### src/hdl/opd_pkg.sv
/*
 * Shared types for the opcode decoder and its prefetch pipe.
 * Only a reduced 68030 operation set is decoded; all else is ILLEGAL.
 * Enum encodings are internal and carry no architectural meaning.
 */

package opd_pkg;

    // ============================================================
    // Word and pipe geometry
    // ============================================================
    localparam int WORD_W     = 16; // Instruction word width.
    localparam int PIPE_DEPTH = 3;  // Words D, C and B.

    typedef logic [WORD_W-1:0] word_t;
    typedef logic [1:0]        pntr_t; // Fill count 0 to 3.

    // Instruction length in words.
    typedef enum logic [1:0] {
        LVL_D = 2'd0, // One word.
        LVL_C = 2'd1, // Two words.
        LVL_B = 2'd2  // Three words.
    } instr_lvl_t;

    // ============================================================
    // Operations and trap codes
    // ============================================================
    typedef enum logic [3:0] {
        ORI,
        ANDI,
        SUBI,
        ADDI,
        MOVEQ,
        BRA,
        BSR,
        BCC,
        NOP,
        RTS,
        STOP,
        TRAP,
        ILLEGAL,
        UNIMPLEMENTED  // Line A and line F.
    } op_t;

    typedef enum logic [2:0] {
        T_NONE,
        T_1010,    // Line A emulator.
        T_1111,    // Line F emulator.
        T_ILLEGAL,
        T_TRAP,
        T_PRIV     // Privilege violation.
    } trap_t;

endpackage

### src/hdl/opd_fetch_ctrl.sv
/*
 * Opcode fetch control. opcode_rd is a level, answered by a one cycle
 * opcode_rdy. A response in flight at a flush is dropped.
 */
`timescale 1ns/100ps

module opd_fetch_ctrl (
    input  logic           CLK,
    input  logic           reset,
    input  opd_pkg::pntr_t pntr,        // Current pipe fill.
    input  logic           ipipe_flush,
    input  logic           opcode_rdy,
    output logic           opcode_rd,
    output logic           word_valid   // Filtered write strobe to the pipe.
);
    import opd_pkg::*;

    logic rd_req;  // Read request register.
    logic discard; // Drop the next opcode_rdy.

    // Request a word whenever the pipe has room.
    always_ff @(posedge CLK) begin : rd_req_ff
        if (reset) begin
            rd_req <= 1'b0;
        end else if (opcode_rdy) begin
            rd_req <= 1'b0;            // Cycle done.
        end else if (ipipe_flush || discard) begin
            rd_req <= 1'b0;            // Let the flush settle first.
        end else if (pntr < PIPE_DEPTH) begin
            rd_req <= 1'b1;
        end
    end

    // Arm only with a read really outstanding, else nothing would clear it.
    always_ff @(posedge CLK) begin : discard_ff
        if (reset) begin
            discard <= 1'b0;
        end else if (ipipe_flush && rd_req && !opcode_rdy) begin
            discard <= 1'b1;
        end else if (opcode_rdy) begin
            discard <= 1'b0;           // Stale word is gone.
        end
    end

    assign opcode_rd  = rd_req && !opcode_rdy;               // Drops with the ready pulse.
    assign word_valid = opcode_rdy && !ipipe_flush && !discard;

endmodule

### src/hdl/opd_ipipe.sv
/*
 * Three word instruction pipe, D is the oldest word.
 * ow_req and ew_req must never be high together.
 * The requester keeps the pipe aligned by asking for the right word count.
 */
`timescale 1ns/100ps

module opd_ipipe (
    input  logic               CLK,
    input  logic               reset,
    input  logic               ipipe_flush,
    input  logic               word_valid,  // Filtered opcode_rdy.
    input  opd_pkg::word_t     opcode_data,
    input  logic               ow_req,
    input  logic               ew_req,
    input  opd_pkg::instr_lvl_t lvl,        // Length of the word in D.
    output opd_pkg::word_t     ipipe_d,
    output opd_pkg::word_t     ipipe_c,
    output opd_pkg::word_t     ipipe_b,
    output opd_pkg::pntr_t     pntr,
    output logic               pipe_rdy
);
    import opd_pkg::*;

    word_t pipe_q   [PIPE_DEPTH]; // Index 0 is D.
    word_t pipe_nxt [PIPE_DEPTH];
    pntr_t pntr_nxt;
    pntr_t shift_n;               // Words consumed this cycle.
    pntr_t fill_n;                // Words left after the shift.

    // ============================================================
    // Readiness
    // ============================================================
    // Level D still needs C present, decode looks at two words.
    always_comb begin : rdy_calc
        pipe_rdy = 1'b0;
        if (ow_req) begin
            if (lvl == LVL_B) begin
                pipe_rdy = (pntr == 2'd3);
            end else begin
                pipe_rdy = (pntr >= 2'd2);
            end
        end else if (ew_req) begin
            pipe_rdy = (pntr >= 2'd1); // One word is enough.
        end
    end

    // ============================================================
    // Shift and refill
    // ============================================================
    always_comb begin : pipe_next
        shift_n = 2'd0;
        if (pipe_rdy) begin
            if (ow_req) begin
                case (lvl)
                    LVL_B:   shift_n = 2'd3;
                    LVL_C:   shift_n = 2'd2;
                    default: shift_n = 2'd1;
                endcase
            end else begin
                shift_n = 2'd1;            // Extension word.
            end
        end
        fill_n = pntr - shift_n;           // No underflow, pipe_rdy checked it.

        for (int i = 0; i < PIPE_DEPTH; i++) begin
            if (i + int'(shift_n) < PIPE_DEPTH) begin
                pipe_nxt[i] = pipe_q[i + int'(shift_n)];
            end else begin
                pipe_nxt[i] = pipe_q[i];   // Slot is free, contents unused.
            end
        end

        // A new word lands behind whatever remains.
        if (word_valid && fill_n < PIPE_DEPTH) begin
            pipe_nxt[fill_n] = opcode_data;
            pntr_nxt         = fill_n + 2'd1;
        end else begin
            pntr_nxt = fill_n;
        end
    end

    always_ff @(posedge CLK) begin : pntr_ff
        if (reset || ipipe_flush) begin
            pntr <= 2'd0;                  // Flush empties the pipe.
        end else begin
            pntr <= pntr_nxt;
        end
    end

    always_ff @(posedge CLK) begin : words_ff
        for (int i = 0; i < PIPE_DEPTH; i++) begin
            pipe_q[i] <= pipe_nxt[i];
        end
    end

    assign ipipe_d = pipe_q[0];
    assign ipipe_c = pipe_q[1];
    assign ipipe_b = pipe_q[2];

endmodule

### src/hdl/opd_op_decode.sv
/*
 * Combinational decode of the D word. Reduced operation set only,
 * every other pattern is ILLEGAL. Lines A and F are UNIMPLEMENTED.
 * STOP in user mode reports T_PRIV but is still acknowledged.
 */
`timescale 1ns/100ps

module opd_op_decode (
    input  opd_pkg::word_t      ipipe_d,
    input  logic                sbit,   // Supervisor state.
    output opd_pkg::op_t        op,
    output opd_pkg::instr_lvl_t lvl,
    output opd_pkg::trap_t      trap
);
    import opd_pkg::*;

    logic [3:0] line;  // Opcode line, bits 15 to 12.
    logic [1:0] size;  // Size field of the immediates.
    logic [7:0] disp;  // Branch byte displacement.

    assign line = ipipe_d[15:12];
    assign size = ipipe_d[7:6];
    assign disp = ipipe_d[7:0];

    // ============================================================
    // Operation
    // ============================================================
    always_comb begin : op_dec
        op = ILLEGAL;
        case (line)
            4'h0: begin
                if (size != 2'b11) begin   // Size 11 is not an immediate.
                    case (ipipe_d[11:8])
                        4'h0:    op = ORI;
                        4'h2:    op = ANDI;
                        4'h4:    op = SUBI;
                        4'h6:    op = ADDI;
                        default: op = ILLEGAL;
                    endcase
                end
            end
            4'h4: begin
                case (ipipe_d[11:0])
                    12'hE71: op = NOP;
                    12'hE72: op = STOP;
                    12'hE75: op = RTS;
                    default: begin
                        if (ipipe_d[11:4] == 8'hE4) begin
                            op = TRAP;     // Vector in bits 3 to 0.
                        end
                    end
                endcase
            end
            4'h6: begin
                case (ipipe_d[11:8])
                    4'h0:    op = BRA;
                    4'h1:    op = BSR;
                    default: op = BCC;
                endcase
            end
            4'h7: begin
                if (!ipipe_d[8]) begin
                    op = MOVEQ;
                end
            end
            4'hA, 4'hF: op = UNIMPLEMENTED;
            default:    op = ILLEGAL;
        endcase
    end

    // ============================================================
    // Length and trap
    // ============================================================
    always_comb begin : lvl_dec
        lvl = LVL_D;
        case (op)
            ORI, ANDI, SUBI, ADDI: lvl = (size == 2'b10) ? LVL_B : LVL_C; // Long takes two words.
            BRA, BSR, BCC: begin
                if (disp == 8'h00) begin
                    lvl = LVL_C;           // 16 bit displacement.
                end else if (disp == 8'hFF) begin
                    lvl = LVL_B;           // 32 bit displacement.
                end
            end
            STOP:    lvl = LVL_C;          // Immediate SR word.
            default: lvl = LVL_D;
        endcase
    end

    always_comb begin : trap_dec
        trap = T_NONE;
        if (op == UNIMPLEMENTED) begin
            trap = (line == 4'hA) ? T_1010 : T_1111;
        end else if (op == ILLEGAL) begin
            trap = T_ILLEGAL;
        end else if (op == TRAP) begin
            trap = T_TRAP;
        end else if (op == STOP && !sbit) begin
            trap = T_PRIV;
        end
    end

endmodule

### src/hdl/opd_out_regs.sv
/*
 * Output registers and acknowledges. ow_ack and ew_ack are single cycle.
 * A flush cancels an acceptance in the same cycle.
 */
`timescale 1ns/100ps

module opd_out_regs (
    input  logic           CLK,
    input  logic           reset,
    input  logic           ipipe_flush,
    input  logic           ow_req,
    input  logic           ew_req,
    input  logic           pipe_rdy,
    input  opd_pkg::word_t ipipe_d,
    input  opd_pkg::word_t ipipe_c,
    input  opd_pkg::word_t ipipe_b,
    input  opd_pkg::op_t   op_in,
    input  opd_pkg::trap_t trap_in,
    output logic           ow_ack,
    output logic           ew_ack,
    output opd_pkg::op_t   op,
    output opd_pkg::trap_t trap_code,
    output opd_pkg::word_t biw_0,
    output opd_pkg::word_t biw_1,
    output opd_pkg::word_t biw_2,
    output opd_pkg::word_t ext_word
);
    import opd_pkg::*;

    logic ow_accept; // Operation taken this edge.
    logic ew_accept; // Extension word taken this edge.

    assign ow_accept = ow_req && pipe_rdy && !ipipe_flush;
    assign ew_accept = ew_req && pipe_rdy && !ipipe_flush;

    // ============================================================
    // Control
    // ============================================================
    always_ff @(posedge CLK) begin : ctrl_ff
        if (reset) begin
            ow_ack    <= 1'b0;
            ew_ack    <= 1'b0;
            op        <= NOP;
            trap_code <= T_NONE;
        end else begin
            ow_ack <= ow_accept;
            ew_ack <= ew_accept;
            if (ipipe_flush) begin
                trap_code <= T_NONE;
            end else if (ow_accept) begin
                op        <= op_in;
                trap_code <= trap_in;   // Privilege trap travels with the ack.
            end
        end
    end

    // Payload words. BIW_1 and BIW_2 load even when the level leaves them unused.
    always_ff @(posedge CLK) begin : data_ff
        if (ow_accept) begin
            biw_0 <= ipipe_d;
            biw_1 <= ipipe_c;
            biw_2 <= ipipe_b;
        end
        if (ew_accept) begin
            ext_word <= ipipe_d;
        end
    end

endmodule

### src/hdl/opcode_decoder.sv
/*
 * Opcode decoder with three word prefetch, first CPU pipeline stage.
 * Raise ow_req and drop it on ow_ack; ew_req likewise with ew_ack.
 * Never raise ow_req and ew_req together.
 */
`timescale 1ns/100ps

module opcode_decoder (
    input  logic           CLK,
    input  logic           reset,
    output logic           opcode_rd,
    input  logic           opcode_rdy,
    input  opd_pkg::word_t opcode_data,
    input  logic           ipipe_flush,
    input  logic           ow_req,
    input  logic           ew_req,
    input  logic           sbit,
    output logic           ow_ack,
    output logic           ew_ack,
    output opd_pkg::op_t   op,
    output opd_pkg::trap_t trap_code,
    output opd_pkg::word_t biw_0,
    output opd_pkg::word_t biw_1,
    output opd_pkg::word_t biw_2,
    output opd_pkg::word_t ext_word
);
    import opd_pkg::*;

    // ============================================================
    // Internal wires
    // ============================================================
    logic       word_valid;
    logic       pipe_rdy;
    pntr_t      pntr;
    word_t      ipipe_d;
    word_t      ipipe_c;
    word_t      ipipe_b;
    op_t        dec_op;   // Decode of the current D word.
    instr_lvl_t dec_lvl;
    trap_t      dec_trap;

    opd_fetch_ctrl opd_fetch_ctrl_i (
        .CLK         (CLK),
        .reset       (reset),
        .pntr        (pntr),
        .ipipe_flush (ipipe_flush),
        .opcode_rdy  (opcode_rdy),
        .opcode_rd   (opcode_rd),
        .word_valid  (word_valid)
    );

    opd_ipipe opd_ipipe_i (
        .CLK         (CLK),
        .reset       (reset),
        .ipipe_flush (ipipe_flush),
        .word_valid  (word_valid),
        .opcode_data (opcode_data),
        .ow_req      (ow_req),
        .ew_req      (ew_req),
        .lvl         (dec_lvl),
        .ipipe_d     (ipipe_d),
        .ipipe_c     (ipipe_c),
        .ipipe_b     (ipipe_b),
        .pntr        (pntr),
        .pipe_rdy    (pipe_rdy)
    );

    opd_op_decode opd_op_decode_i (
        .ipipe_d (ipipe_d),
        .sbit    (sbit),
        .op      (dec_op),
        .lvl     (dec_lvl),
        .trap    (dec_trap)
    );

    opd_out_regs opd_out_regs_i (
        .CLK         (CLK),
        .reset       (reset),
        .ipipe_flush (ipipe_flush),
        .ow_req      (ow_req),
        .ew_req      (ew_req),
        .pipe_rdy    (pipe_rdy),
        .ipipe_d     (ipipe_d),
        .ipipe_c     (ipipe_c),
        .ipipe_b     (ipipe_b),
        .op_in       (dec_op),
        .trap_in     (dec_trap),
        .ow_ack      (ow_ack),
        .ew_ack      (ew_ack),
        .op          (op),
        .trap_code   (trap_code),
        .biw_0       (biw_0),
        .biw_1       (biw_1),
        .biw_2       (biw_2),
        .ext_word    (ext_word)
    );

endmodule

### config.mk
export PLATFORM = sky130hd
export DESIGN_NAME = opcode_decoder
export DESIGN_NICKNAME = d
export VERILOG_FILES = /design/src/hdl/opd_pkg.sv /design/src/hdl/opd_fetch_ctrl.sv /design/src/hdl/opd_ipipe.sv /design/src/hdl/opd_op_decode.sv /design/src/hdl/opd_out_regs.sv /design/src/hdl/opcode_decoder.sv
export SDC_FILE = /design/constraint.sdc
export NUM_CORES = 1
export LEC_CHECK = 0
export ABC_AREA = 1
export BUFFER_PORTS_ARGS = -buffer_cell sky130_fd_sc_hd__buf_2
export CAP_MARGIN = 10
export CORE_MARGIN = 2
export CORE_UTILIZATION = 56
export CTS_CLUSTER_DIAMETER = 40
export CTS_CLUSTER_SIZE = 25
export DETAILED_ROUTE_END_ITERATION = 8
export GPL_TIMING_DRIVEN = 0
export PLACE_DENSITY = 0.8
export SYNTH_ARGS = -nofsm -noshare
export SYNTH_HDL_FRONTEND = slang
export SYNTH_SLANG_ARGS = --single-unit
export TNS_END_PERCENT = 50
### constraint.sdc
create_clock -name CLK -period 5.2 [get_ports CLK]
set_input_delay 0.26 -clock CLK [delete_from_list [all_inputs] [get_ports CLK]]
set_output_delay 0.26 -clock CLK [all_outputs]
set_load 0.1 [all_outputs]
; Yosys cells after proc, flatten, opt, wreduce, memory -nomap -nowiden
; Memories as Yosys holds them, arrays and structs flattened.
; Cells that the tools add are included.
[totals]
rom_bits = 0
inputBits = 23
output_inout_bits = 74
mem_bits_rw = 48
wordCells = 117
latchBits = 0
mem_count = 1
reg_bits = 77
[memory_table]
columns = memory, words, word_bits, rd, rd_clocked_by_memory_dff, wr, line
row1 = opd_ipipe_i.pipe_q, 3, 16, 6, 0, 3, opd_ipipe.sv:25  ; word_t pipe_q [PIPE_DEPTH];
[classes]
mux = 32
multipliers = 0
eq_ne = 29
magnitude_cmp = 9
reduce_logical = 29
n_bitwise = 2
n_addsub = 4
shift = 0
n_div = 0
[op_table]
columns = op, n
row1 = $lt A32 B3 Y1 const B, 2
row2 = $mux W16, 4
row3 = $bwmux W48, 1
row4 = $mux W48, 1
row5 = $eq A12 B12 Y1 const B, 3
row6 = $demux W16 S2, 1
row7 = $eq A4 B3 Y1 const B, 8
row8 = $eq A4 B4 Y1 const B, 6
row9 = $pmux W4 S5, 1
row10 = $eq A8 B8 Y1 const B, 2
row11 = $pmux W4 S4, 1
row12 = $mux W3, 5
row13 = $mux W2, 7
row14 = $eq A4 B2 Y1 const B, 3
row15 = $logic_and A1 B1 Y1, 12
row16 = $logic_not A4 Y1, 3
row17 = $pmux W4 S3, 1
row18 = $eq A4 B1 Y1 const B, 2
row19 = $logic_not A8 Y1, 1
row20 = $mux W4, 2
row21 = $pmux W2 S2, 2
row22 = $eq A2 B2 Y1 const B, 3
row23 = $lt A2 B2 Y1 const B, 3
row24 = $pmux W2 S3, 1
row25 = 20 further kinds, 30

; Depth between registers and ports, before layout
; An unclocked memory read counts as a cell.
[logic_depth]
ltp_word = 20
ltp_mapped = 28
mapped_depth_nobuf = 27

; By module
; From an unflattened synthesis, not the netlist that was laid out.
[unflattened]
hier_cells = 763
area_unflattened_um2 = 6072.1
[by_module_without_submodules]
columns = module, cells_per_inst, area_per_inst_um2, n_inst
row1 = opd_ipipe, 536, 3271.9, 1
row2 = opd_out_regs, 115, 2283.4, 1
row3 = opd_op_decode, 94, 409.1, 1
row4 = opd_fetch_ctrl, 18, 107.6, 1

; Worst setup path after synthesis
; No wires, ideal clock.
[synth_path]
path_type = register to register
startpoint = memory opd_ipipe_i.pipe_q[0][5] (netlist name)
endpoint = register opd_out_regs_i.op[1]
arrival_ns = 3.819
slack_ns = 1.262
stages_incl_launch_ff = 19
setup_ns = 0.119
period_less_slack_ns = 3.938
t_required_ns = 5.081
cell_sequence = dfxtp_1 or2_2 nor2_1 nand2_1 nand3_1 nand2_1 nor2_1 nand2_1 nand3_1 inv_1 ha_1 nand2_2 nand2_2 nor2_4 inv_4 nor2_2 inv_1 o31ai_1 inv_1
[synth_rtl]
columns = element, line
row1 = start: declaration, opd_ipipe.sv:25
row2 = end signal: assignment, opd_out_regs.sv:51  ; op <= op_in;
row3 = end: declaration, opd_out_regs.sv:21  ; output opd_pkg::op_t op,

==> summary.md <==
| Metric | Value |
|---|---|
| Reg-to-Reg Start | `opd_ipipe_i.pipe_q[0][9]$_DFF_P_` |
| Grt total ovfl | `0` |
| Xor/xnor cell area share of the yosys netlist | `0.155%` |
| Outcome | `finished, final reports clean` |
| Synthesized-area fraction occupied by and/or/nand/nor cells | `20.0%` |
| Global routing usage on met3 | `5.49%` |
| Synth area leader | `sky130_fd_sc_hd__edfxtp_1` |
| Arrival time reported for the critical path endpoint | `5190 ps` |
| Yosys warning total | `0` |
| Number of hold-slack violations in the final timing report | `0` |
| Portion of synthesized cell area occupied by the leading cell type | `33.9%` |
| Vias in the first global route | `5,029` |
| Die width | `105 um` |
| Number of cells on the worst hold path | `3` |
| Highest clock rate | `211 MHz` |
| Clock edge transition at the registers on the reported setup and hold paths | `60 ps` |
| Die height | `105 um` |
| Cell area after technology mapping | `0.00567 mm2` |
| Most common cell after layout, fill and taps aside | `sky130_fd_sc_hd__nand2_1` |
| Total negative slack | `0 ps` |
| DRC marker count from the first detailed-route iteration | `386` |
| Minimum clock period after layout | `4750 ps` |
| Count of input and output buffers | `96` |
| Setup repair after global routing missed its margin | `false` |
| DIE AREA | `0.0109 mm2` |
| Post-Syn Instances | `650` |
| Nets | `816` |
| Adder and majority gate portion of the synthesized area | `1.99%` |
| Most used cells in the layout excluding fill and tap cells | `sky130_fd_sc_hd__nand2_1, sky130_fd_sc_hd__buf_2, sky130_fd_sc_hd__a21oi_1` |
| Total net switching power | `1.25 mW` |
| Hold Path Sink | `opd_out_regs_i.ew_ack$_SDFF_PP0_` |
| Switching Share | `34.8%` |
| Half-perimeter wire length after detailed placement | `11,000 um` |
| Max rail drop VDD | `0.266 mV` |
| Total wire length after detailed routing | `16,300 um` |
| Number of diodes added for antenna fixing | `0` |
| Relative area change from synthesis to final layout | `25.7%` |
| Flip-flop and latch count after synthesis | `125` |
| CP required | `5640 ps` |
| Number of antenna violations at the first check in global routing | `0` |
| Clock H-tree levels | `4` |
| Cell-internal power | `2.34 mW` |
| Launching element type of the critical path | `flip-flop` |
| Slew Limit Fails | `0` |
| Leakage | `3.12 nW` |
| Sequential fraction of the synthesis area | `55.5%` |
| Flop-to-flop setup slack | `450 ps` |
| Class of the most critical setup path | `flip-flop to flip-flop` |
| Worst Clk Skew | `8.87 ps` |
| Number of buffers inserted to repair setup after CTS | `0` |
| Top fanout value on the critical path | `10` |
| Via count normalized by instance count | `5.61` |
| Worst Tran Pin Value | `821 ps` |
| Fraction of the mapped netlist area in compound gates | `16.0%` |
| TritonCTS clock tree | `done` |
| DRC violation count after routing | `0` |
| Met2 track demand over resource | `48.9%` |
| Critical Path End Type | `flip-flop` |
| Clk pwr share | `32.6%` |
| Number of maximum-capacitance violations | `0` |
| Clock sinks | `125` |
| First-pass detailed-route iteration total | `5` |
| Number of nets in the synthesized netlist | `682` |
| CTS max path bufs | `2` |
| Antenna violation net count after detailed routing | `0` |
| PwrDens | `505 mW/mm2` |
| Worst reg-to-reg path cell count | `27` |
| Relative max-transition margin | `45.2%` |
| Initial Utilization | `57.7%` |
| Global-route track usage on met1 | `38.3%` |
| Standard cell core area | `0.00982 mm2` |
| Setup-failing EPs final | `0` |
| Via count | `5,218` |
| Clk_lat worst skew | `530 ps` |
| Rows | `36` |
| TritonCTS buffer count | `17` |
| Fraction of layout instances using a drive strength above 1 | `21.8%` |
| Final Hold Slack | `30.2 ps` |
| Startpoint of the tightest hold check path | `ew_req` |
| Cells taking the most area after synthesis | `sky130_fd_sc_hd__edfxtp_1, sky130_fd_sc_hd__dfxtp_1, sky130_fd_sc_hd__nand2_1` |
| Crit share post-route | `91.3%` |
| # IOs | `97` |
| Hold/Removal Path Class | `primary input to flip-flop` |
| Dominant combinational cell family by area after synthesis | `simple AND/OR/NAND/NOR gates` |
| Part of the total power dissipated in combinational logic | `23.9%` |
| Routed wire length per instance | `17.5 um` |
| Mux share of post-synthesis cell area | `0%` |
| Mean Syn Cell Area | `8.72 um2` |
| Final Wtd Congestion | `0.914` |
| Global router's overall resource usage | `29.8%` |
| Largest net degree at the start of global routing | `32` |
| Library cells used by synthesis | `37` |
| Reg-to-Reg End | `opd_ipipe_i.pipe_q[0][11]$_DFF_P_` |
| Layer with the highest usage after global routing | `met2` |
| Sequential fraction of design power | `43.5%` |
| Wire length of the first global-routing pass | `25,100 um` |
| Clock root cell | `sky130_fd_sc_hd__clkbuf_8` |
registers in the layout, indices dropped and copies added (netlist names):
name / flops
opd_fetch_ctrl_i.discard: 1
opd_out_regs_i.op: 4
opd_ipipe_i.pipe_q: 48
opd_out_regs_i.biw_1: 16
opd_out_regs_i.ew_ack: 1
opd_out_regs_i.biw_0: 16
opd_out_regs_i.trap_code: 3
opd_out_regs_i.ow_ack: 1
opd_out_regs_i.biw_2: 16
opd_out_regs_i.ext_word: 16
opd_fetch_ctrl_i.rd_req: 1
opd_ipipe_i.pntr: 2
cell type report:
type / instances / area (um2)
sequential: 125 / 3140
fill: 762 / 2700
multi-input combinational: 441 / 2180
tap: 133 / 166
buffer: 26 / 140
clock buffer: 25 / 474
timing repair buffer: 115 / 682
clock inverter: 7 / 113
inverter: 58 / 226
Yosys cell counts:
master                       n
sky130_fd_sc_hd__nor2_2      1
sky130_fd_sc_hd__or2_1       1
sky130_fd_sc_hd__o21ai_0    33
sky130_fd_sc_hd__a21boi_0    1
sky130_fd_sc_hd__o31ai_1     1
sky130_fd_sc_hd__clkbuf_1   14
sky130_fd_sc_hd__nor2_8      1
sky130_fd_sc_hd__nand3_1    14
sky130_fd_sc_hd__inv_1      51
sky130_fd_sc_hd__nand3b_1    1
sky130_fd_sc_hd__o21a_1      1
sky130_fd_sc_hd__nor3_4      1
sky130_fd_sc_hd__inv_2       5
sky130_fd_sc_hd__o211ai_1   13
sky130_fd_sc_hd__a21oi_4     1
sky130_fd_sc_hd__nor4_1      1
sky130_fd_sc_hd__a21oi_1    72
sky130_fd_sc_hd__nand4_1     2
sky130_fd_sc_hd__ha_1        9
sky130_fd_sc_hd__nor2_1     65
sky130_fd_sc_hd__a311oi_1    1
sky130_fd_sc_hd__buf_6       4
sky130_fd_sc_hd__inv_4       2
sky130_fd_sc_hd__xnor2_1     1
sky130_fd_sc_hd__edfxtp_1   64
sky130_fd_sc_hd__a21oi_2    14
sky130_fd_sc_hd__or2_2       1
sky130_fd_sc_hd__dfxtp_1    61
sky130_fd_sc_hd__nand2_1   174
sky130_fd_sc_hd__a211oi_1    1
sky130_fd_sc_hd__nor3_1      8
sky130_fd_sc_hd__nand2_4     1
sky130_fd_sc_hd__buf_2       8
sky130_fd_sc_hd__nor2_4      1
sky130_fd_sc_hd__nand2_2     4
sky130_fd_sc_hd__o21ai_1     1
sky130_fd_sc_hd__a31oi_1    16
per-stage QoR:
step | util (%) | setup slack [ps] | instances | power [mW] | cell area [um2]
6_report | 72.5 | 453 | 930 | 3.59 | 7120
3_3_place_gp | 64.3 | 176 | 879 | 2.36 | 6310
3_5_place_dp | 64.7 | 414 | 881 | 2.40 | 6350
4_1_cts | 72.4 | 370 | 930 | 3.57 | 7110
2_1_floorplan | - | 1260 | 650 | 2.13 | 5670
5_1_grt | 72.5 | 81.8 | 930 | 3.76 | 7120
per-layer routing:
metal,vias to the layer above,wire [um]
met2,304,7800
met4,0,420
met1,2416,6700
met5,-,0
li1,2458,-
met3,40,1340
kinds of logic after synthesis:
group,Yosys count
AND/OR/NAND/NOR,276
AO/OA/AOI/OAI,155
flip-flops,125
buffers and inverters,84
adder cells (fa/ha/maj),9
XOR/XNOR,1
power groups by stage:
stage / Sequential [mW] / Combinational (mW) / Clock (mW)
floorplan: 1.60 / 0.529 / 0
global placement: 1.56 / 0.800 / 0
detailed placement: 1.57 / 0.826 / 0
CTS: 1.55 / 0.842 / 1.18
global route: 1.58 / 0.945 / 1.22
finish: 1.56 / 0.860 / 1.17
worst max-delay path by stage:
| stage | from | endpoint | slack (ps) | cells past startpoint |
|---|---|---|---|---|
| finish | opd_ipipe_i.pipe_q[0][9]$_DFF_P_ | opd_ipipe_i.pipe_q[0][11]$_DFF_P_ | 450 | 27 |
| global route | opd_ipipe_i.pipe_q[0][9]$_DFF_P_ | opd_ipipe_i.pipe_q[1][12]$_DFF_P_ | 80 | 27 |
| CTS | opd_ipipe_i.pipe_q[0][9]$_DFF_P_ | opd_ipipe_i.pipe_q[2][4]$_DFF_P_ | 370 | 28 |
| detailed placement | opd_ipipe_i.pipe_q[0][9]$_DFF_P_ | opd_ipipe_i.pipe_q[2][13]$_DFF_P_ | 410 | 28 |
| global placement | opd_ipipe_i.pipe_q[0][9]$_DFF_P_ | opd_out_regs_i.op[1]$_SDFFE_PP0P_ | 180 | 20 |
| floorplan | opd_ipipe_i.pipe_q[0][5]$_DFF_P_ | opd_out_regs_i.op[1]$_SDFFE_PP0P_ | 1260 | 18 |
timing repair:
| action | in CTS | in global routing |
|---|---|---|
| endpoints found under the setup margin | 0 | 27 |
| resized for setup | 0 | 6 |
| endpoints found under the hold margin | 17 | 0 |
| hold buffers | 17 | 0 |
critical path, cell delays in order, from the launching register on:
cell and delay [ps]:
sky130_fd_sc_hd__dfxtp_1 490, sky130_fd_sc_hd__inv_1 170, sky130_fd_sc_hd__nor2_1 110, sky130_fd_sc_hd__nand2_1 90, sky130_fd_sc_hd__nor2_1 140, sky130_fd_sc_hd__nand2_1 80
sky130_fd_sc_hd__nand3_1 70, sky130_fd_sc_hd__nand2_1 100, sky130_fd_sc_hd__nor2_2 190, sky130_fd_sc_hd__nand2_1 80, sky130_fd_sc_hd__nand3_1 100, sky130_fd_sc_hd__inv_1 50
sky130_fd_sc_hd__ha_1 200, sky130_fd_sc_hd__nand2_2 70, sky130_fd_sc_hd__nand2_2 60, sky130_fd_sc_hd__nand2_1 60, sky130_fd_sc_hd__nand2_1 120, sky130_fd_sc_hd__a21oi_4 240
sky130_fd_sc_hd__buf_2 310, sky130_fd_sc_hd__ha_1 220, sky130_fd_sc_hd__xnor2_1 150, sky130_fd_sc_hd__ha_1 250, sky130_fd_sc_hd__nor3_4 320, sky130_fd_sc_hd__nand2_2 230
sky130_fd_sc_hd__inv_2 190, sky130_fd_sc_hd__buf_2 290, sky130_fd_sc_hd__a21oi_1 90, sky130_fd_sc_hd__a31oi_1 190
No activity file was read; power rests on OpenSTA's default activity.
